<file path="config.mk">
export PLATFORM = sky130hd
export DESIGN_NAME = ioController
export DESIGN_NICKNAME = d
export VERILOG_FILES = /design/src/ioPkg.sv /design/src/requestFifo.sv /design/src/busSequencer.sv /design/src/jiffyTimer.sv /design/src/mathUnit.sv /design/src/ioRegisters.sv /design/src/ioController.sv
export SDC_FILE = /design/constraint.sdc
export NUM_CORES = 1
export LEC_CHECK = 0
export ABC_CLOCK_PERIOD_IN_PS = 8200
export BUFFER_PORTS_ARGS = -buffer_cell sky130_fd_sc_hd__clkbuf_2
export CORE_AREA = 2 2 170 172
export DETAILED_ROUTE_END_ITERATION = 10
export DIE_AREA = 0 0 172 174
export PLACE_DENSITY_LB_ADDON = 0.3
export REMOVE_ABC_BUFFERS = 1
export SKIP_LAST_GASP = 1
export SLEW_MARGIN = 0
export SYNTH_ARGS = -nofsm -noshare
export SYNTH_HDL_FRONTEND = slang
export SYNTH_SLANG_ARGS = --single-unit
export TNS_END_PERCENT = 50
</file>
<file path="constraint.sdc">
create_clock -name clk -period 8.2 [get_ports clk]
set_input_delay 0.82 -clock clk [delete_from_list [all_inputs] [get_ports clk]]
set_output_delay 0.82 -clock clk [all_outputs]
set_load 0.01 [all_outputs]
</file>
<file path="src/ioPkg.sv">
package ioPkg;

	////////////////////////////////////////////////////////////
	// Bus types
	////////////////////////////////////////////////////////////

	// Page/offset view of a CPU address
	typedef struct packed {
		logic [7:0] page;
		logic [7:0] offset;
	} pageOffT;

	// One address word, two decodings
	typedef union packed {
		logic [15:0] raw;   // Full address, vector match
		pageOffT fields;    // Register decode
	} busAddrT;

	typedef struct packed {
		logic write;        // High for CPU write
		busAddrT addr;
		logic [7:0] data;   // Write data, ignored on reads
	} busReqT;

	typedef struct packed {
		logic [7:0] data;
		busAddrT addr;      // Address this byte answers
	} busRespT;

	// Register file seen by the math unit
	typedef struct packed {
		logic [7:0] led;
		logic [15:0] facA;
		logic [15:0] facB;
		logic [1:0] gfxMode;  // Bit 1 set selects graphics pitch
		logic [7:0] screenX;
		logic [7:0] screenY;
	} ioRegsT;

	////////////////////////////////////////////////////////////
	// Request queue
	////////////////////////////////////////////////////////////
	localparam int FIFO_DEPTH = 4;  // Also the host's credits after reset
	localparam int FIFO_PTR_W = $clog2(FIFO_DEPTH);

	////////////////////////////////////////////////////////////
	// Register map, top page of the CPU space
	////////////////////////////////////////////////////////////
	localparam logic [7:0] IO_PAGE = 8'hFD;

	localparam logic [15:0] ADDR_LED = 16'd65000;
	localparam logic [15:0] ADDR_FAC_A_LO = 16'd65010;
	localparam logic [15:0] ADDR_FAC_A_HI = 16'd65011;
	localparam logic [15:0] ADDR_FAC_B_LO = 16'd65012;
	localparam logic [15:0] ADDR_FAC_B_HI = 16'd65013;
	localparam logic [15:0] ADDR_PROD_0 = 16'd65014;  // Product LSB
	localparam logic [15:0] ADDR_PROD_1 = 16'd65015;
	localparam logic [15:0] ADDR_PROD_2 = 16'd65016;
	localparam logic [15:0] ADDR_PROD_3 = 16'd65017;  // Product MSB
	localparam logic [15:0] ADDR_GFX_MODE = 16'd65018;
	localparam logic [15:0] ADDR_RANDOM = 16'd65019;
	localparam logic [15:0] ADDR_SCREEN_X = 16'd65020;
	localparam logic [15:0] ADDR_SCREEN_Y = 16'd65021;
	localparam logic [15:0] ADDR_SCREEN_LO = 16'd65022;
	localparam logic [15:0] ADDR_SCREEN_HI = 16'd65023;

	// Vector locations, low byte at the even address
	localparam logic [15:0] ADDR_NMI_A = 16'hFFEA;
	localparam logic [15:0] ADDR_NMI_B = 16'hFFFA;
	localparam logic [15:0] ADDR_IRQ_A = 16'hFFEE;
	localparam logic [15:0] ADDR_IRQ_B = 16'hFFFE;
	localparam logic [15:0] ADDR_RESET_VEC = 16'hFFFC;

	localparam logic [15:0] VEC_NMI = 16'h0D5D;
	localparam logic [15:0] VEC_IRQ = 16'h0D39;
	localparam logic [15:0] VEC_RESET = 16'h0200;

	////////////////////////////////////////////////////////////
	// Coprocessor and timer constants
	////////////////////////////////////////////////////////////
	localparam logic [15:0] SCREEN_BASE = 16'h9600;  // Graphics memory base
	localparam logic [7:0] TEXT_PITCH = 8'd80;
	localparam logic [7:0] GFX_PITCH = 8'd160;

	localparam int MUL_STEPS = 16;
	localparam int MUL_CNT_W = $clog2(MUL_STEPS);

	localparam int JIFFY_INTERVAL = 500000;  // 10 ms at 50 MHz
	localparam int JIFFY_W = $clog2(JIFFY_INTERVAL + 1);
	localparam int IRQ_LENGTH = 50;
	localparam int IRQ_W = $clog2(IRQ_LENGTH + 1);

	localparam logic [7:0] LFSR_SEED = 8'h01;  // Any nonzero value

endpackage

</file>
<file path="src/requestFifo.sv">
`timescale 1ns/1ps

module requestFifo (
	input logic clk,
	input logic reset,
	input logic push,
	input ioPkg::busReqT pushData,
	input logic pop,
	output logic notEmpty,
	output ioPkg::busReqT headData
);
	import ioPkg::*;

	busReqT mem [FIFO_DEPTH];          // Payload only, no reset
	logic [FIFO_PTR_W-1:0] wrPtr;
	logic [FIFO_PTR_W-1:0] rdPtr;
	logic [FIFO_PTR_W:0] count;        // One extra bit for full

	assign notEmpty = (count != '0);
	assign headData = mem[rdPtr];      // Head visible the cycle after push

	always_ff @(posedge clk)
	begin
		if (push)
			mem[wrPtr] <= pushData;
	end

	// Pointers wrap naturally at the power-of-two depth
	always_ff @(posedge clk or posedge reset)
	begin
		if (reset)
		begin
			wrPtr <= '0;
			rdPtr <= '0;
			count <= '0;
		end
		else
		begin
			if (push)
				wrPtr <= wrPtr + 1'b1;
			if (pop)
				rdPtr <= rdPtr + 1'b1;
			case ({push, pop})
				2'b10: count <= count + 1'b1;
				2'b01: count <= count - 1'b1;
				default: count <= count;  // Both or neither
			endcase
		end
	end

endmodule

</file>
<file path="src/busSequencer.sv">
`timescale 1ns/1ps

module busSequencer (
	input logic clk,
	input logic reset,
	input logic notEmpty,
	input ioPkg::busReqT headData,
	input logic [7:0] readData,
	input logic busy,
	output logic pop,
	output logic creditReturn,
	output logic regWrite,
	output logic regRead,
	output ioPkg::busAddrT regAddr,
	output logic [7:0] regData,
	output logic respValid,
	output ioPkg::busRespT resp
);
	import ioPkg::*;

	typedef enum logic [1:0] {
		sIdle,
		sFetch,
		sWaitMath,
		sRespond
	} seqStateT;

	seqStateT state;
	busAddrT curAddr;   // Address of the read in flight
	logic isMath;

	// Head is consumed straight from idle
	assign pop = (state == sIdle) && notEmpty;
	assign creditReturn = pop;            // One credit back per pop
	assign regWrite = pop && headData.write;
	assign regRead = (state == sRespond);  // Also steps the LFSR
	assign regAddr = (state == sIdle) ? headData.addr : curAddr;
	assign regData = headData.data;

	// Bytes that depend on the math unit
	assign isMath = curAddr.raw inside {ADDR_PROD_0, ADDR_PROD_1, ADDR_PROD_2,
		ADDR_PROD_3, ADDR_SCREEN_LO, ADDR_SCREEN_HI};

	always_ff @(posedge clk)
	begin
		if (pop)
			curAddr <= headData.addr;
		if (state == sRespond)
			resp <= '{data: readData, addr: curAddr};
	end

	////////////////////////////////////////////////////////////
	// Control FSM
	////////////////////////////////////////////////////////////
	always_ff @(posedge clk or posedge reset)
	begin
		if (reset)
		begin
			state <= sIdle;
			respValid <= 1'b0;
		end
		else
		begin
			respValid <= 1'b0;
			case (state)
				sIdle:
					if (pop && !headData.write)
						state <= sFetch;  // Writes finish in the pop cycle
				sFetch:
					if (isMath && busy)
						state <= sWaitMath;   // Multiply still running
					else
						state <= sRespond;
				sWaitMath:
					if (!busy)
						state <= sRespond;
				sRespond:
				begin
					respValid <= 1'b1;
					state <= sIdle;
				end
				default: state <= sIdle;
			endcase
		end
	end

endmodule

</file>
<file path="src/jiffyTimer.sv">
`timescale 1ns/1ps

module jiffyTimer (
	input logic clk,
	input logic reset,
	output logic jiffyIrq
);
	import ioPkg::*;

	logic [JIFFY_W-1:0] intervalCnt;  // 0 .. JIFFY_INTERVAL
	logic [IRQ_W-1:0] pulseCnt;       // Cycles of pulse left
	logic wrap;

	assign wrap = (intervalCnt == JIFFY_W'(JIFFY_INTERVAL));
	assign jiffyIrq = (pulseCnt != '0);

	always_ff @(posedge clk or posedge reset)
	begin
		if (reset)
		begin
			intervalCnt <= '0;
			pulseCnt <= '0;
		end
		else
		begin
			if (wrap)
				intervalCnt <= '0;
			else
				intervalCnt <= intervalCnt + 1'b1;

			// Pulse starts the cycle after the wrap
			if (wrap)
				pulseCnt <= IRQ_W'(IRQ_LENGTH);
			else if (pulseCnt != '0)
				pulseCnt <= pulseCnt - 1'b1;
		end
	end

endmodule

</file>
<file path="src/mathUnit.sv">
`timescale 1ns/1ps

module mathUnit (
	input logic clk,
	input logic reset,
	input ioPkg::ioRegsT regs,
	input logic start,
	output logic busy,
	output logic [31:0] product,
	output logic [15:0] screenAddr
);
	import ioPkg::*;

	logic [MUL_CNT_W-1:0] stepCount;  // Current multiplier bit
	logic [31:0] acc;                 // Running partial sum
	logic [31:0] partial;
	logic lastStep;
	logic [7:0] pitch;
	logic [15:0] rowOffset;

	////////////////////////////////////////////////////////////
	// Shift-add multiplier, one bit of B per cycle
	////////////////////////////////////////////////////////////
	// Factors sit still in regs while busy, a new write restarts
	assign partial = regs.facB[stepCount] ? ({16'd0, regs.facA} << stepCount) : 32'd0;
	assign lastStep = (stepCount == MUL_CNT_W'(MUL_STEPS - 1));

	always_ff @(posedge clk)
	begin
		if (start)
			acc <= '0;
		else if (busy)
			acc <= acc + partial;
	end

	always_ff @(posedge clk or posedge reset)
	begin
		if (reset)
		begin
			busy <= 1'b0;
			stepCount <= '0;
			product <= '0;
		end
		else if (start)
		begin
			busy <= 1'b1;
			stepCount <= '0;
		end
		else if (busy)
		begin
			stepCount <= stepCount + 1'b1;
			if (lastStep)
			begin
				busy <= 1'b0;
				product <= acc + partial;  // Old product held until here
			end
		end
	end

	////////////////////////////////////////////////////////////
	// Screen X/Y to video memory address
	////////////////////////////////////////////////////////////
	assign pitch = regs.gfxMode[1] ? GFX_PITCH : TEXT_PITCH;
	assign rowOffset = {8'd0, regs.screenY} * {8'd0, pitch};

	always_ff @(posedge clk)
	begin
		screenAddr <= SCREEN_BASE + {8'd0, regs.screenX} + rowOffset;  // One cycle after write
	end

endmodule

</file>
<file path="src/ioRegisters.sv">
`timescale 1ns/1ps

module ioRegisters (
	input logic clk,
	input logic reset,
	input logic regWrite,
	input logic regRead,
	input ioPkg::busAddrT regAddr,
	input logic [7:0] regData,
	input logic [31:0] product,
	input logic [15:0] screenAddr,
	output logic [7:0] readData,
	output ioPkg::ioRegsT regs,
	output logic mathStart,
	output logic [7:0] led
);
	import ioPkg::*;

	logic ioHit;          // Address in the register page
	logic [7:0] lfsr;

	assign ioHit = (regAddr.fields.page == IO_PAGE);
	assign led = regs.led;

	// Any factor byte kicks off a new multiply
	assign mathStart = regWrite && ioHit && (regAddr.fields.offset inside {
		ADDR_FAC_A_LO[7:0], ADDR_FAC_A_HI[7:0], ADDR_FAC_B_LO[7:0], ADDR_FAC_B_HI[7:0]});

	////////////////////////////////////////////////////////////
	// CPU write
	////////////////////////////////////////////////////////////
	always_ff @(posedge clk or posedge reset)
	begin
		if (reset)
			regs <= '0;    // LEDs off
		else if (regWrite && ioHit)
		begin
			case (regAddr.fields.offset)
				ADDR_LED[7:0]: regs.led <= regData;
				ADDR_FAC_A_LO[7:0]: regs.facA[7:0] <= regData;
				ADDR_FAC_A_HI[7:0]: regs.facA[15:8] <= regData;
				ADDR_FAC_B_LO[7:0]: regs.facB[7:0] <= regData;
				ADDR_FAC_B_HI[7:0]: regs.facB[15:8] <= regData;
				ADDR_GFX_MODE[7:0]: regs.gfxMode <= regData[1:0];
				ADDR_SCREEN_X[7:0]: regs.screenX <= regData;
				ADDR_SCREEN_Y[7:0]: regs.screenY <= regData;
				default: ;     // Read-only or unmapped
			endcase
		end
	end

	// Maximal length 8-bit LFSR, advances once per read of the random byte
	always_ff @(posedge clk or posedge reset)
	begin
		if (reset)
			lfsr <= LFSR_SEED;
		else if (regRead && (regAddr.raw == ADDR_RANDOM))
			lfsr <= {lfsr[6:0], lfsr[7] ^ lfsr[5] ^ lfsr[4] ^ lfsr[3]};
	end

	////////////////////////////////////////////////////////////
	// CPU read
	////////////////////////////////////////////////////////////
	always_comb
	begin
		readData = 8'h00;  // Unmapped reads as zero
		if (ioHit)
		begin
			case (regAddr.fields.offset)
				ADDR_PROD_0[7:0]: readData = product[7:0];
				ADDR_PROD_1[7:0]: readData = product[15:8];
				ADDR_PROD_2[7:0]: readData = product[23:16];
				ADDR_PROD_3[7:0]: readData = product[31:24];
				ADDR_RANDOM[7:0]: readData = lfsr;           // Value before the step
				ADDR_SCREEN_LO[7:0]: readData = screenAddr[7:0];
				ADDR_SCREEN_HI[7:0]: readData = screenAddr[15:8];
				default: readData = 8'h00;
			endcase
		end
		else
		begin
			// Vector table on the full address
			case (regAddr.raw)
				ADDR_NMI_A, ADDR_NMI_B: readData = VEC_NMI[7:0];
				ADDR_NMI_A + 16'd1, ADDR_NMI_B + 16'd1: readData = VEC_NMI[15:8];
				ADDR_IRQ_A, ADDR_IRQ_B: readData = VEC_IRQ[7:0];
				ADDR_IRQ_A + 16'd1, ADDR_IRQ_B + 16'd1: readData = VEC_IRQ[15:8];
				ADDR_RESET_VEC: readData = VEC_RESET[7:0];
				ADDR_RESET_VEC + 16'd1: readData = VEC_RESET[15:8];
				default: readData = 8'h00;
			endcase
		end
	end

endmodule

</file>
<file path="src/ioController.sv">
`timescale 1ns/1ps

module ioController (
	input logic clk,
	input logic reset,
	input logic reqValid,
	input ioPkg::busReqT req,
	output logic creditReturn,
	output logic respValid,
	output ioPkg::busRespT resp,
	output logic [7:0] led,
	output logic jiffyIrq
);
	import ioPkg::*;

	////////////////////////////////////////////////////////////
	// Internal wiring
	////////////////////////////////////////////////////////////
	logic notEmpty;
	busReqT headData;
	logic pop;
	logic regWrite;
	logic regRead;
	busAddrT regAddr;
	logic [7:0] regData;
	logic [7:0] readData;
	ioRegsT regs;
	logic mathStart;
	logic busy;         // Multiply in progress
	logic [31:0] product;
	logic [15:0] screenAddr;

	// Credits guarantee room, so every valid cycle is a push
	requestFifo reqQueue (
		.clk(clk),
		.reset(reset),
		.push(reqValid),
		.pushData(req),
		.pop(pop),
		.notEmpty(notEmpty),
		.headData(headData)
	);

	busSequencer sequencer (
		.clk(clk),
		.reset(reset),
		.notEmpty(notEmpty),
		.headData(headData),
		.readData(readData),
		.busy(busy),
		.pop(pop),
		.creditReturn(creditReturn),
		.regWrite(regWrite),
		.regRead(regRead),
		.regAddr(regAddr),
		.regData(regData),
		.respValid(respValid),
		.resp(resp)
	);

	ioRegisters registers (
		.clk(clk),
		.reset(reset),
		.regWrite(regWrite),
		.regRead(regRead),
		.regAddr(regAddr),
		.regData(regData),
		.product(product),
		.screenAddr(screenAddr),
		.readData(readData),
		.regs(regs),
		.mathStart(mathStart),
		.led(led)
	);

	mathUnit coprocessor (
		.clk(clk),
		.reset(reset),
		.regs(regs),
		.start(mathStart),
		.busy(busy),
		.product(product),
		.screenAddr(screenAddr)
	);

	jiffyTimer jiffy (
		.clk(clk),
		.reset(reset),
		.jiffyIrq(jiffyIrq)
	);

endmodule

</file>
==> results.md, run 1 <==
- Status: finished clean
- DRC violation count after routing: 0
- Final wirelength: 36.4 mm
- Summed area of non-filler cells in the final layout: 18100 µm²
- Skew-Pair Late Insertion Delay: around 0.52 ns
- Final critical-path setup slack: 3.46 ns
- Worst setup slack before clock tree synthesis: about 3.5 ns
- Total of hold buffers inserted after clock tree synthesis: 0
- Port buffer count: 62
- Core Rows: 62
- Maximum clock rate: 211 MHz
- Class of the tightest hold or removal check: flip-flop to flip-flop
- Cell family contributing the most delay on the critical path: compound AO/OA/AOI/OAI gates
- Cell Area, Placed: 17000 µm²
- Proportion of netlist area held by the largest area contributor: 25.4%
- Count of mapped cells out of synthesis: 1494
- Transition at the pin with the smallest max-transition slack: 1.14 ns
- Leading post-synthesis cells by instance count: sky130_fd_sc_hd__nand2_1 (224), sky130_fd_sc_hd__edfxtp_1 (140), sky130_fd_sc_hd__dfrtp_1 (136)
- Number of gates resized after CTS: 0
- Final Wtd Congestion: 0.907
- Asr flop ratio synth: 42.2%
- Final cell count without fillers: 1945
- Reg2Reg Setup Slack: 3.46 ns
- Number of cell instances on the worst register-to-register path: 14
- Initial cell density of the core: 58.6%
- Number of buffers created by CTS: 34
- Cell Pwr Density: 252 nW/µm²
- Category of the worst setup path launch point: flip-flop
- CTS clk-pin slew, worst paths: around 0.060 ns
- Max stage delay on crit path: 0.90 ns
- Length of routed met2 wiring: 16.7 mm
- WP data required: 8.60 ns
- Total global-route track usage: approximately a quarter
- Number of H-tree levels: 2
- Synth warnings: 0
- Maximum net fanout on the critical path: 29
- Slowest cell on crit path: sky130_fd_sc_hd__dfrtp_1
- Vias in the first global route: 10943
- Worst setup path endpoint: coprocessor.product[28]$_DFFE_PP0P_
- Vias: 11116
- CP bufs+invs: 0
- Average wire per standard cell: between 15 and 20 µm
- Number of logic stages on the critical path including buffering: 14
- Pin count of the biggest net entering global routing: a little over 80
- Standby leakage power: a little under 0.008 µW
- Netlist area before placement: 16500 µm²
- Die area: 29900 µm²
- Top cells by area in the synthesized netlist: sky130_fd_sc_hd__edfxtp_1 (25%), sky130_fd_sc_hd__dfrtp_1 (21%), sky130_fd_sc_hd__dfxtp_1 (5.8%)
- Final Cycle Share: 57.8%
- Final antenna-violating net count: 0
- Buffer cell driving the clock tree root: sky130_fd_sc_hd__clkbuf_16
- Unrepaired setup endpoints after global routing: no
- Routed vias/inst: around 5.7
- Cell type with the highest aggregate area in the netlist: sky130_fd_sc_hd__edfxtp_1
- Total placed cells including tap cells: about 1900
- Wire length of the first global-routing pass: 57.8 mm
- Detailed-route wire length on metal 1: 16.3 mm
- Final hold violations: 0
- Count of unique library cells instantiated by Yosys: 84
- Routed length on met3: 2.28 mm
- Pre-antenna DRT Iters: 8
- Post-synthesis sequential area ratio: between 50% and 60%
- Share of final-layout standard cells stronger than drive strength 1: between 10 and 15%
- Worst Path Arrival: 5.14 ns
- Most instantiated flip-flop cell in the synthesis netlist: sky130_fd_sc_hd__edfxtp_1
- Critical Path, Cell by Cell: mux4_2, o21bai_1, o21bai_1, and2_1, a211oi_1, ha_1, a21oi_1, nand2_1, a211o_1, a21oi_1, o211ai_1, and3_1, o31a_1, o31ai_1
- Mapped Avg Cell Area: between 10 and 15 µm²
- Clock tree from TritonCTS: done
- Highest signal layer in the routed design: met4
- HPWL reported at the end of detailed placement: 26.0 mm
- Number of DRC violations after detailed-routing iteration 0: a little under 900
- Postcts setup bufs: 0
- Number of buffers between clock root and the deepest sink: 3
- Startpoint of the most critical register-to-register path: coprocessor.stepCount[1]$_DFFE_PP0P_
- Overall overflow remaining after global route: 0
- VDD IR-drop max: 0.000286 V
- IO Pins: 63
- Most frequent cell after synthesis: sky130_fd_sc_hd__nand2_1
- Terminus of the critical flop-to-flop path: coprocessor.product[28]$_DFFE_PP0P_
- Antenna Diode Count: 0
- Max Transition Viols Final: 0
- Number of flops mapped to enable cells by yosys: 140
- Die width: 172 µm
- Worst setup EP type: flip-flop
- Minimum period implied by the final worst setup slack: approximately 4.7 ns
- Max-Slew Margin vs Limit: a little under a quarter
- Synthesis-to-layout area growth: 9.54%
- Placeable Area: 28200 µm²
- Height of the die: 174 µm
- Final setup violation count: 0
- Number of max-cap violations: 0
- Sum of negative setup slack: 0 ns
- Critical path origin: coprocessor.stepCount[1]$_DFFE_PP0P_
- Worst setup skew after layout: ~0.021 ns
- Antenna violations before repair: 0
- Layout Nets: 1654
- Critical path start-end classification: flip-flop to flip-flop
- CTS Sinks: approximately 330
- Number of flip-flops and latches in the synthesized netlist: between 300 and 400
==> state kept, by name, summed over array words and instances, names as in the netlist, 2 cells and up <==
register,cells
sequencer.curAddr,16
reqQueue.wrPtr,2
registers.led,8
sequencer.resp,24
jiffy.intervalCnt,19
registers.lfsr,8
coprocessor.acc,32
sequencer.state,2
reqQueue.mem,100
coprocessor.product,32
registers.regs,49
reqQueue.rdPtr,2
coprocessor.stepCount,4
reqQueue.count,3
jiffy.pulseCnt,6
coprocessor.screenAddr,16
==> power breakdown <==
group          total [µW]  leakage (µW)  internal [µW]  switching [µW]
logic                1020       0.00365            360             664
registers            2060       0.00355           1960            91.4
clock network        1480      0.000512            854             628
total                4560       0.00771           3180            1380
==> routing by layer <==
layer,vias to the layer above,GRT usage (%)
li1,5382,-
met1,5375,35.3
met2,295,39.3
met3,64,3.96
met4,0,7.49
met5,-,0
==> cells by family (layout without fill, tap and decap cells) <==
family,count (synthesis),in the layout,synth area share (%)
XOR/XNOR,66,66,3.49
flip-flops,325,325,52.0
AND/OR/NAND/NOR,485,485,13.7
AO/OA/AOI/OAI,290,290,10.8
other,2,5,0.0454
adder cells (fa/ha/maj),89,89,7.37
multiplexers,110,110,8.84
buffers and inverters,127,191,3.84
==> how the worst min path moves through the flow <==
stage / end / slack, ns / start / cells past startpoint
2_1_floorplan: coprocessor.screenAddr[0]$_DFF_P_ / 0.35 / registers.regs[8]$_DFFE_PP0P_ / 0
3_3_place_gp: coprocessor.screenAddr[1]$_DFF_P_ / 0.35 / registers.regs[9]$_DFFE_PP0P_ / 0
3_5_place_dp: coprocessor.screenAddr[0]$_DFF_P_ / 0.35 / registers.regs[8]$_DFFE_PP0P_ / 0
4_1_cts: coprocessor.screenAddr[3]$_DFF_P_ / 0.37 / registers.regs[11]$_DFFE_PP0P_ / 0
5_1_grt: coprocessor.screenAddr[1]$_DFF_P_ / 0.39 / registers.regs[9]$_DFFE_PP0P_ / 0
6_report: coprocessor.screenAddr[3]$_DFF_P_ / 0.37 / registers.regs[11]$_DFFE_PP0P_ / 0
==> stage by stage <==
stage                     util (%)  power (µW)  hold WS (ns)
after floorplan                  -        2740         0.347
after global placement        60.4        3070         0.354
after detailed placement      60.4        3110         0.354
after CTS                     64.2        4580         0.368
after global routing          64.2        4740         0.393
final                         64.2        4560         0.366
==> cells in the final DEF (no fill, tap or decap), drive strengths merged, types with 7 or more instances in the layout <==
| cell | Yosys | final |
|---|---|---|
| nor3 | 12 | 12 |
| clkinv | 0 | 11 |
| a31oi | 10 | 10 |
| mux2 | 29 | 29 |
| xor2 | 23 | 23 |
| nand3 | 26 | 26 |
| nor2b | 13 | 13 |
| dfrtp | 136 | 136 |
| a21o | 20 | 20 |
| ha | 75 | 75 |
| o31ai | 9 | 9 |
| and2 | 8 | 8 |
| nor2 | 123 | 123 |
| nand2b | 10 | 10 |
| a21oi | 58 | 58 |
| edfxtp | 140 | 140 |
| inv | 50 | 50 |
| a22oi | 15 | 15 |
| dfxtp | 48 | 48 |
| fa | 14 | 14 |
| buf | 47 | 19 |
| or3 | 7 | 7 |
| a211oi | 17 | 17 |
| nand4 | 18 | 18 |
| mux2i | 61 | 61 |
| mux4 | 20 | 20 |
| xnor2 | 43 | 43 |
| nand2 | 227 | 227 |
| o21a | 7 | 7 |
| o21ai | 117 | 117 |
| and3 | 11 | 11 |
| clkbuf | 30 | 105 |
==> cell type report <==
class / instances / area [µm²]
clock buffer: 43 / 906
clock inverter: 17 / 165
fill: 2255 / 10100
inverter: 50 / 193
multi-input combinational: 1045 / 7320
sequential: 325 / 8600
tap: 384 / 480
timing repair buffer: 81 / 453
==> worst reg2reg max path: cells and delay by family, from the launching register on <==
kind / cells / cell delay [ns]
fa+ha+maj: 1 / 0.38
mux: 1 / 0.41
compound gates: 9 / 2.14
flops: 1 / 0.90
simple gates: 3 / 0.79
Note: power is estimated with default switching activity, not from simulation.
==> inputs of run 2 (changes only) <==
--- a/config.mk
+++ b/config.mk
@@ -5,11 +5,12 @@
 export SDC_FILE = /design/constraint.sdc
 export NUM_CORES = 1
 export LEC_CHECK = 0
-export ABC_CLOCK_PERIOD_IN_PS = 8200
+export ABC_AREA = 1
+export ABC_CLOCK_PERIOD_IN_PS = 4500
 export BUFFER_PORTS_ARGS = -buffer_cell sky130_fd_sc_hd__clkbuf_2
-export CORE_AREA = 2 2 170 172
+export CORE_AREA = 2 2 174 176
 export DETAILED_ROUTE_END_ITERATION = 10
-export DIE_AREA = 0 0 172 174
+export DIE_AREA = 0 0 176 178
 export PLACE_DENSITY_LB_ADDON = 0.3
 export REMOVE_ABC_BUFFERS = 1
 export SKIP_LAST_GASP = 1
==> constraint.sdc (replaced) <==
create_clock -name clk -period 4.5 [get_ports clk]
set_input_delay 0.45 -clock clk [delete_from_list [all_inputs] [get_ports clk]]
set_output_delay 0.45 -clock clk [all_outputs]
set_load 0.01 [all_outputs]
==> run 2 against run 1 <==
Fmax rose by 16%. Core utilization rose by 0.93 points. Cell area rose by 5.6%.
==> results.md, run 2 <==
- Status: finished clean
- Antenna Diode Count: 0 (unchanged)
- Placeable Area: 29400 µm² (+4.1%)
- Unrepaired setup endpoints after global routing: yes
- Number of flops mapped to enable cells by yosys: 140 (unchanged)
- Cell Pwr Density: 485 nW/µm² (+93%)
- Worst Path Arrival: 4.55 ns (-0.59 ns)
- Total placed cells including tap cells: 2525 (+34%)
- Worst setup skew after layout: 0.0178 ns (-0.00300 ns)
- Synthesis-to-layout area growth: 9.48% (about the same)
- Final wirelength: 43.4 mm (+19%)
- Number of buffers created by CTS: 35 (+2.9%)
- Portion of total power attributed to the clock network: 30.2% (-2.3 points)
- Clock tree from TritonCTS: done
- Antenna violations before repair: 0 (unchanged)
- WP data required: 4.96 ns (-3.64 ns)
- Reg2Reg Setup Slack: 0.40 ns (-3.06 ns)
- Maximum net fanout on the critical path: 15 (-48%)
- Critical path start-end classification: flip-flop to flip-flop
- CTS clk-pin slew, worst paths: 0.06 ns (about the same)
- Largest registers: reqQueue.mem x100, registers.regs x49
- Filler cell count in the final layout: 2454 (+8.8%)
- Die area: 31300 µm² (+4.7%)
- Port buffer count: 62 (unchanged)
- Post-Synth Simple-Gate Area: 25.9% (+12 points)
- Core Rows: 63 (+1.6%)
- Portion of netlist area occupied by mux cells: 0.0573% (-8.8 points)
- Commonest cells after routing, fill and taps aside: sky130_fd_sc_hd__nand2_1 (657), sky130_fd_sc_hd__nor2_1 (201), sky130_fd_sc_hd__inv_1 (197)
- Final-layout worst hold slack: 0.111 ns (-0.255 ns)
- Sw power: 3290 µW (+140%)
- Standby leakage power: 0.00920 µW (+19%)
- Most frequent cell after synthesis: sky130_fd_sc_hd__nand2_1
- Category of the worst setup path launch point: flip-flop
- Vias in the first global route: 13476 (+23%)
- VDD IR-drop max: 0.000571 V (+100%)
- Synth warnings: 0 (unchanged)
- Total of hold buffers inserted after clock tree synthesis: 0 (unchanged)
- Post-synthesis sequential area ratio: 49.2% (-2.8 points)
- Class of the tightest hold or removal check: input pin to async pin
- Number of DRC violations after detailed-routing iteration 0: 1262 (+42%)
- HPWL reported at the end of detailed placement: 31.2 mm (+20%)
- Proportion of netlist area held by the largest area contributor: 24.0% (-1.4 points)
- Final Wtd Congestion: 1.04 (+14%)
- Count of mapped cells out of synthesis: 2131 (+43%)
- Cell family contributing the most delay on the critical path: compound AO/OA/AOI/OAI gates
- Worst setup EP type: flip-flop
- Routed vias/inst: 5.56 (-2.7%)
- Final hold violations: 0 (unchanged)
- Minimum period implied by the final worst setup slack: 4.10 ns (-0.641 ns)
- Critical Path, Cell by Cell: inv_1, o21ai_0, o22ai_1, o211ai_1, nor2_1, ha_1, nand2_1, nand2_1, o21ai_0, o21ai_0, nand2_1, nand2_1, xor2_1, nand3_1, nand2_1
- Share of final-layout standard cells stronger than drive strength 1: 7.28% (-6.3 points)
- Number of cell instances on the worst register-to-register path: 15 (+1)
- Cell seen most often among critical-path stages: sky130_fd_sc_hd__nand2_1
- CP bufs+invs: 1 (+1)
- Die width: 176 µm (+2.3%)
- Final antenna-violating net count: 0 (unchanged)
- Area occupied by registers: 8590 µm² (about the same)
- IO Pins: 63 (unchanged)
- Transition at the pin with the smallest max-transition slack: 1.16 ns (+0.0184 ns)
- Height of the die: 178 µm (+2.3%)
- Final Cycle Share: 91.0% (+33 points)
- Most frequent standard cell in the layout excluding fill and tap cells: sky130_fd_sc_hd__nand2_1
- Top cells by area in the synthesized netlist: sky130_fd_sc_hd__edfxtp_1 (24%), sky130_fd_sc_hd__dfrtp_1 (19%), sky130_fd_sc_hd__nand2_1 (14%)
- Total global-route track usage: 28.1% (+3.3 points)
- Number of buffers between clock root and the deepest sink: 3 (unchanged)
- Main combinational cell family by area after synthesis: simple AND/OR/NAND/NOR gates
- Vias: 14395 (+29%)
- Maximum clock rate: 244 MHz (+16%)
- Leading post-synthesis cells by instance count: sky130_fd_sc_hd__nand2_1 (658), sky130_fd_sc_hd__nor2_1 (202), sky130_fd_sc_hd__inv_1 (198)
- Share of total power in sequential cells: 42.5% (-2.6 points)
- CTS Sinks: 325 (unchanged)
- Layout Nets: 2289 (+38%)
- Initial cell density of the core: 59.5% (+0.88 points)
- Max Transition Viols Final: 0 (unchanged)
- DRC violation count after routing: 0 (unchanged)
- Mapped Avg Cell Area: 8.20 µm² (-26%)
- Average wire per standard cell: 16.8 µm (-10%)
- Overall overflow remaining after global route: 0 (unchanged)
- Number of flip-flops and latches in the synthesized netlist: 325 (unchanged)
- Pin count of the biggest net entering global routing: 98 (+21%)
- Asr flop ratio synth: 42.2% (unchanged)
- Max-Slew Margin vs Limit: 22.7% (-0.51 points)
- Most instantiated flip-flop cell in the synthesis netlist: sky130_fd_sc_hd__edfxtp_1
- Combinational power share: 27.3% (+4.9 points)
- Synth Area in Adders: 6.97% (-0.40 points)
- Final setup violation count: 0 (unchanged)
- Multi-input combinational cell area: 7710 µm² (+5.2%)
- Max stage delay on crit path: 0.56 ns (-0.34 ns)
- Area fraction in compound gates after synthesis: 9.14% (-1.6 points)
- Wire length of the first global-routing pass: 69.6 mm (+20%)
- Pre-antenna DRT Iters: 6 (-2)
- Number of logic stages on the critical path including buffering: 15 (+1)
- Count of unique library cells instantiated by Yosys: 53 (-37%)
- Register with the most flip-flops: reqQueue.mem
- Number of max-cap violations: 0 (unchanged)
- Max FFs per register: 100 (unchanged)
- Number of H-tree levels: 2 (unchanged)
- Cell type with the highest aggregate area in the netlist: sky130_fd_sc_hd__edfxtp_1
- Slowest cell on crit path: sky130_fd_sc_hd__dfrtp_1
- Int Pwr: 5980 µW (+88%)
- Skew-Pair Late Insertion Delay: 0.53 ns (about the same)
- Netlist area before placement: 17500 µm² (+5.7%)
- Share of the synthesized netlist area taken by xor and xnor gates: 1.90% (-1.6 points)
- Sw Ratio: 35.5% (+5.2 points)
- Final cell count without fillers: 2588 (+33%)
- Sum of negative setup slack: 0 ns (unchanged)
- Buffer cell driving the clock tree root: sky130_fd_sc_hd__clkbuf_16
run 2: final timing paths:
kind / startpoint / endpoint
worst max-delay path: coprocessor.stepCount[0]$_DFFE_PP0P_ / coprocessor.product[12]$_DFFE_PP0P_
worst min-delay path: reset / jiffy.pulseCnt[0]$_DFFE_PP0P_
worst max register to register: coprocessor.stepCount[0]$_DFFE_PP0P_ / coprocessor.product[12]$_DFFE_PP0P_
worst min register to register: registers.regs[8]$_DFFE_PP0P_ / coprocessor.screenAddr[0]$_DFF_P_
max in group asynchronous: reset / coprocessor.product[19]$_DFFE_PP0P_
min in group clk: req[16] / reqQueue.mem[3][16]$_DFFE_PP_
run 2: what timing repair did:
action,in CTS,in global routing
buffers inserted,0,0
resized for setup,0,2
endpoints found under the setup margin,0,15
run 2: layer usage:
| metal | wire (µm) | track usage [%] | up-vias |
|---|---|---|---|
| li1 | - | - | 7052 |
| met3 | 2460 | 3.96 | 103 |
| met4 | 1570 | 10.5 | 0 |
| met5 | 0 | 0 | - |
| met2 | 20400 | 46.6 | 482 |
| met1 | 18900 | 37.9 | 6758 |
run 2: through the flow:
stage / worst slack [ns] / power (µW) / area, µm² / utilization [%]
finish: 0.403 / 9280 / 19100 / 65.1
global route: -0.0117 / 9760 / 19100 / 65.1
CTS: 0.361 / 9280 / 19100 / 65.1
detailed placement: 0.385 / 6480 / 18000 / 61.3
global placement: 0.489 / 6390 / 18000 / 61.3
floorplan: 0.384 / 5560 / 17100 / -
run 2: worst reg2reg max path, cell delays in order, from the launching register on:
cell and delay [ns]:
sky130_fd_sc_hd__dfrtp_1 0.56, sky130_fd_sc_hd__inv_1 0.21, sky130_fd_sc_hd__o21ai_0 0.20, sky130_fd_sc_hd__o22ai_1 0.14
sky130_fd_sc_hd__o211ai_1 0.54, sky130_fd_sc_hd__nor2_1 0.24, sky130_fd_sc_hd__ha_1 0.45, sky130_fd_sc_hd__nand2_1 0.10
sky130_fd_sc_hd__nand2_1 0.07, sky130_fd_sc_hd__o21ai_0 0.16, sky130_fd_sc_hd__o21ai_0 0.49, sky130_fd_sc_hd__nand2_1 0.12
sky130_fd_sc_hd__nand2_1 0.19, sky130_fd_sc_hd__xor2_1 0.36, sky130_fd_sc_hd__nand3_1 0.13, sky130_fd_sc_hd__nand2_1 0.09
run 2: cells by family after synthesis:
kind of cell,count (synthesis)
compound gates,296
xor+xnor,38
buf+inv,285
simple gates,1095
fa+ha+maj,89
flops,325
other cells,2
mux,1
run 2: final cells by class:
class | instances | share of cell area, %
clock buffers | 51 | 5.11
clock inverters | 12 | 0.706
inverters | 204 | 4.05
multi-input cells | 1524 | 40.3
flip-flops and latches | 325 | 44.9
well taps | 390 | 2.55
repair buffers | 82 | 2.41
run 2: power groups by stage:
stage	logic [µW]	registers, µW	clock network, µW
5_1_grt	2810	3990	2960
6_report	2540	3940	2800
2_1_floorplan	1570	3990	0
3_5_place_dp	2490	3990	0
3_3_place_gp	2410	3980	0
4_1_cts	2510	3940	2840
==> inputs of run 3 (changes only) <==
--- a/config.mk
+++ b/config.mk
@@ -11,7 +11,7 @@
 export CORE_AREA = 2 2 174 176
 export DETAILED_ROUTE_END_ITERATION = 10
 export DIE_AREA = 0 0 176 178
-export PLACE_DENSITY_LB_ADDON = 0.3
+export PLACE_DENSITY = 0.81
 export REMOVE_ABC_BUFFERS = 1
 export SKIP_LAST_GASP = 1
 export SLEW_MARGIN = 0
==> run 3 against run 2 <==
Worst setup slack improved by 0.031 ns. Via count rose by 0.49%. Register-to-register slack better by 0.03 ns. Clock skew about the same. Clock power up 3%. Count of clock-buffer cells in the layout fell by 7. Cell count about the same. Non-clock buffer count stayed put. Die area did not move. Sequential power down 1%. Combinational power up 2%. Critical path depth up 4. Critical endpoint is now coprocessor.product[26]$_DFFE_PP0P_.
==> results.md, run 3 (same netlist as run 2, synthesis figures left out) <==
- Standby leakage power: 0.00922 µW (+0.24%)
- Routed vias/inst: 5.59 (+0.45%)
- Class of the tightest hold or removal check: input pin to async pin
- DRC violation count after routing: 0 (unchanged)
- Pin count of the biggest net entering global routing: 105 (+7.1%)
- Final setup violation count: 0 (unchanged)
- Largest registers: reqQueue.mem x100, registers.regs x49
- Cell Pwr Density: 488 nW/µm² (+0.70%)
- Share of total power in sequential cells: 41.5% (-1.0 points)
- Final hold violations: 0 (unchanged)
- Final Wtd Congestion: 0.999 (-3.6%)
- Critical path start-end classification: flip-flop to flip-flop
- Sw power: 3360 µW (+2.1%)
- Final wirelength: 43.9 mm (+1.2%)
- Vias: 14466 (+0.49%)
- Final Cycle Share: 90.4% (-0.68 points)
- Number of max-cap violations: 0 (unchanged)
- Sum of negative setup slack: 0 ns (unchanged)
- Number of H-tree levels: 2 (unchanged)
- Antenna Diode Count: 0 (unchanged)
- Minimum period implied by the final worst setup slack: 4.07 ns (-0.0307 ns)
- CTS clk-pin slew, worst paths: 0.07 ns (about the same)
- Register with the most flip-flops: reqQueue.mem
- Number of buffers between clock root and the deepest sink: 3 (unchanged)
- Commonest cells after routing, fill and taps aside: sky130_fd_sc_hd__nand2_1 (658), sky130_fd_sc_hd__nor2_1 (201), sky130_fd_sc_hd__inv_1 (197)
- Total global-route track usage: 28.3% (+0.23 points)
- Clock tree from TritonCTS: done
- Max Transition Viols Final: 0 (unchanged)
- Height of the die: 178 µm (unchanged)
- Postcts setup bufs: 0 (unchanged)
- Maximum clock rate: 246 MHz (+0.76%)
- Final antenna-violating net count: 0 (unchanged)
- Pre-antenna DRT Iters: 6 (unchanged)
- Antenna violations before repair: 0 (unchanged)
- Total of hold buffers inserted after clock tree synthesis: 0 (unchanged)
- Transition at the pin with the smallest max-transition slack: 1.17 ns (+0.0112 ns)
- Terminus of the critical flop-to-flop path: coprocessor.product[26]$_DFFE_PP0P_
- Maximum net fanout on the critical path: 17 (+2)
- Area occupied by registers: 8590 µm² (unchanged)
- Share of final-layout standard cells stronger than drive strength 1: 7.55% (+0.27 points)
- WP data required: 4.92 ns (-0.04 ns)
- Die width: 176 µm (unchanged)
- Worst setup EP type: flip-flop
- Average wire per standard cell: 17.0 µm (+1.2%)
- Number of DRC violations after detailed-routing iteration 0: 1144 (-9.4%)
- Number of buffers created by CTS: 35 (unchanged)
- Number of gates resized after CTS: 0 (unchanged)
- Reg2Reg Setup Slack: 0.43 ns (+0.03 ns)
- Most frequent standard cell in the layout excluding fill and tap cells: sky130_fd_sc_hd__nand2_1
- Placeable Area: 29400 µm² (unchanged)
- Port buffer count: 62 (unchanged)
- Buffer cell driving the clock tree root: sky130_fd_sc_hd__clkbuf_16
- Layout Nets: 2289 (unchanged)
- Status: finished clean
- Max FFs per register: 100 (unchanged)
- IO Pins: 63 (unchanged)
- Layout Utilization: 65.2% (+0.085 points)
- Combinational power share: 27.8% (+0.5 points)
- Core Rows: 63 (unchanged)
- Worst Path Arrival: 4.49 ns (-0.06 ns)
- Sw Ratio: 35.9% (+0.43 points)
- Int Pwr: 5990 µW (+0.15%)
- Die area: 31300 µm² (unchanged)
- Final cell count without fillers: 2589 (+0.039%)
- Overall overflow remaining after global route: 0 (unchanged)
- Total placed cells including tap cells: 2525 (unchanged)
- Startpoint of the most critical register-to-register path: coprocessor.stepCount[0]$_DFFE_PP0P_
- Skew-Pair Late Insertion Delay: 0.54 ns (about the same)
- Multi-input combinational cell area: 7700 µm² (about the same)
- Vias in the first global route: 13830 (+2.6%)
- Filler cell count in the final layout: 2429 (-1.0%)
- Category of the worst setup path launch point: flip-flop
- Max-Slew Margin vs Limit: 21.9% (-0.75 points)
- Wire length of the first global-routing pass: 70.2 mm (+0.87%)
- Number of cell instances on the worst register-to-register path: 19 (+4)
- Initial cell density of the core: 59.5% (unchanged)
- Worst setup skew after layout: 0.0181 ns (+0.000278 ns)
- VDD IR-drop max: 0.000448 V (-22%)
- Synthesis-to-layout area growth: 9.63%
- CTS Sinks: 325 (unchanged)
- HPWL reported at the end of detailed placement: 31.5 mm (+0.83%)
- Unrepaired setup endpoints after global routing: no
- Portion of total power attributed to the clock network: 30.7% (+0.5 points)
run 3: power groups by stage:
| stage | Clock (µW) | Sequential (µW) | Combinational, µW |
|---|---|---|---|
| 2_1_floorplan | 0 | 3990 | 1570 |
| 3_3_place_gp | 0 | 3920 | 2470 |
| 3_5_place_dp | 0 | 3930 | 2540 |
| 4_1_cts | 2890 | 3880 | 2570 |
| 5_1_grt | 3020 | 3920 | 2870 |
| 6_report | 2870 | 3890 | 2600 |
run 3: per-layer routing:
| layer | wire length [µm] | track usage, % |
|---|---|---|
| met3 | 2870 | 4.37 |
| met2 | 20900 | 48.0 |
| met4 | 1580 | 10.4 |
| met5 | 0 | 0 |
| met1 | 18600 | 37.2 |
run 3: how the worst max path moves through the flow:
stage | from | end | cells past startpoint
3_3_place_gp | registers.regs[17]$_DFFE_PP0P_ | coprocessor.screenAddr[14]$_DFF_P_ | 22
2_1_floorplan | reset | coprocessor.busy$_DFF_PP0_ | 1
6_report | coprocessor.stepCount[0]$_DFFE_PP0P_ | coprocessor.product[26]$_DFFE_PP0P_ | 19
3_5_place_dp | registers.regs[17]$_DFFE_PP0P_ | coprocessor.screenAddr[14]$_DFF_P_ | 22
5_1_grt | coprocessor.stepCount[0]$_DFFE_PP0P_ | coprocessor.product[29]$_DFFE_PP0P_ | 18
4_1_cts | registers.regs[17]$_DFFE_PP0P_ | coprocessor.screenAddr[14]$_DFF_P_ | 22
run 3: critical path: stages (launching register included):
cell	delay (ns)
sky130_fd_sc_hd__dfrtp_1	0.49
sky130_fd_sc_hd__inv_1	0.20
sky130_fd_sc_hd__o21ai_0	0.18
sky130_fd_sc_hd__o22ai_1	0.10
sky130_fd_sc_hd__o21ai_0	0.30
sky130_fd_sc_hd__o21bai_1	0.27
sky130_fd_sc_hd__nand2_1	0.44
sky130_fd_sc_hd__o21ai_0	0.22
sky130_fd_sc_hd__inv_1	0.08
sky130_fd_sc_hd__ha_1	0.33
sky130_fd_sc_hd__a21oi_1	0.22
sky130_fd_sc_hd__o21ai_0	0.18
sky130_fd_sc_hd__a21oi_1	0.31
sky130_fd_sc_hd__nor2_1	0.11
sky130_fd_sc_hd__nor2_1	0.15
sky130_fd_sc_hd__nand2_1	0.07
sky130_fd_sc_hd__nand2_1	0.06
sky130_fd_sc_hd__nand2_1	0.07
sky130_fd_sc_hd__nand3_1	0.10
sky130_fd_sc_hd__nand2_1	0.07
run 3: through the flow:
step           worst slack (ns)  hold WS (ns)  cell area, µm²  total power (µW)
3_3_place_gp              0.587         0.363           18000              6390
3_5_place_dp              0.454         0.366           18000              6480
5_1_grt                  0.0111         0.124           19200              9810
6_report                  0.434         0.103           19200              9350
4_1_cts                   0.456         0.120           19200              9350
2_1_floorplan             0.384         0.347           17100              5560
run 3: cell type report:
cell class / count / share of cell area [%]
Clock buffer: 44 / 4.96
Clock inverter: 20 / 0.992
Inverter: 204 / 4.05
Multi-Input combinational cell: 1524 / 40.2
Sequential cell: 325 / 44.8
Tap cell: 390 / 2.55
Timing Repair Buffer: 82 / 2.40
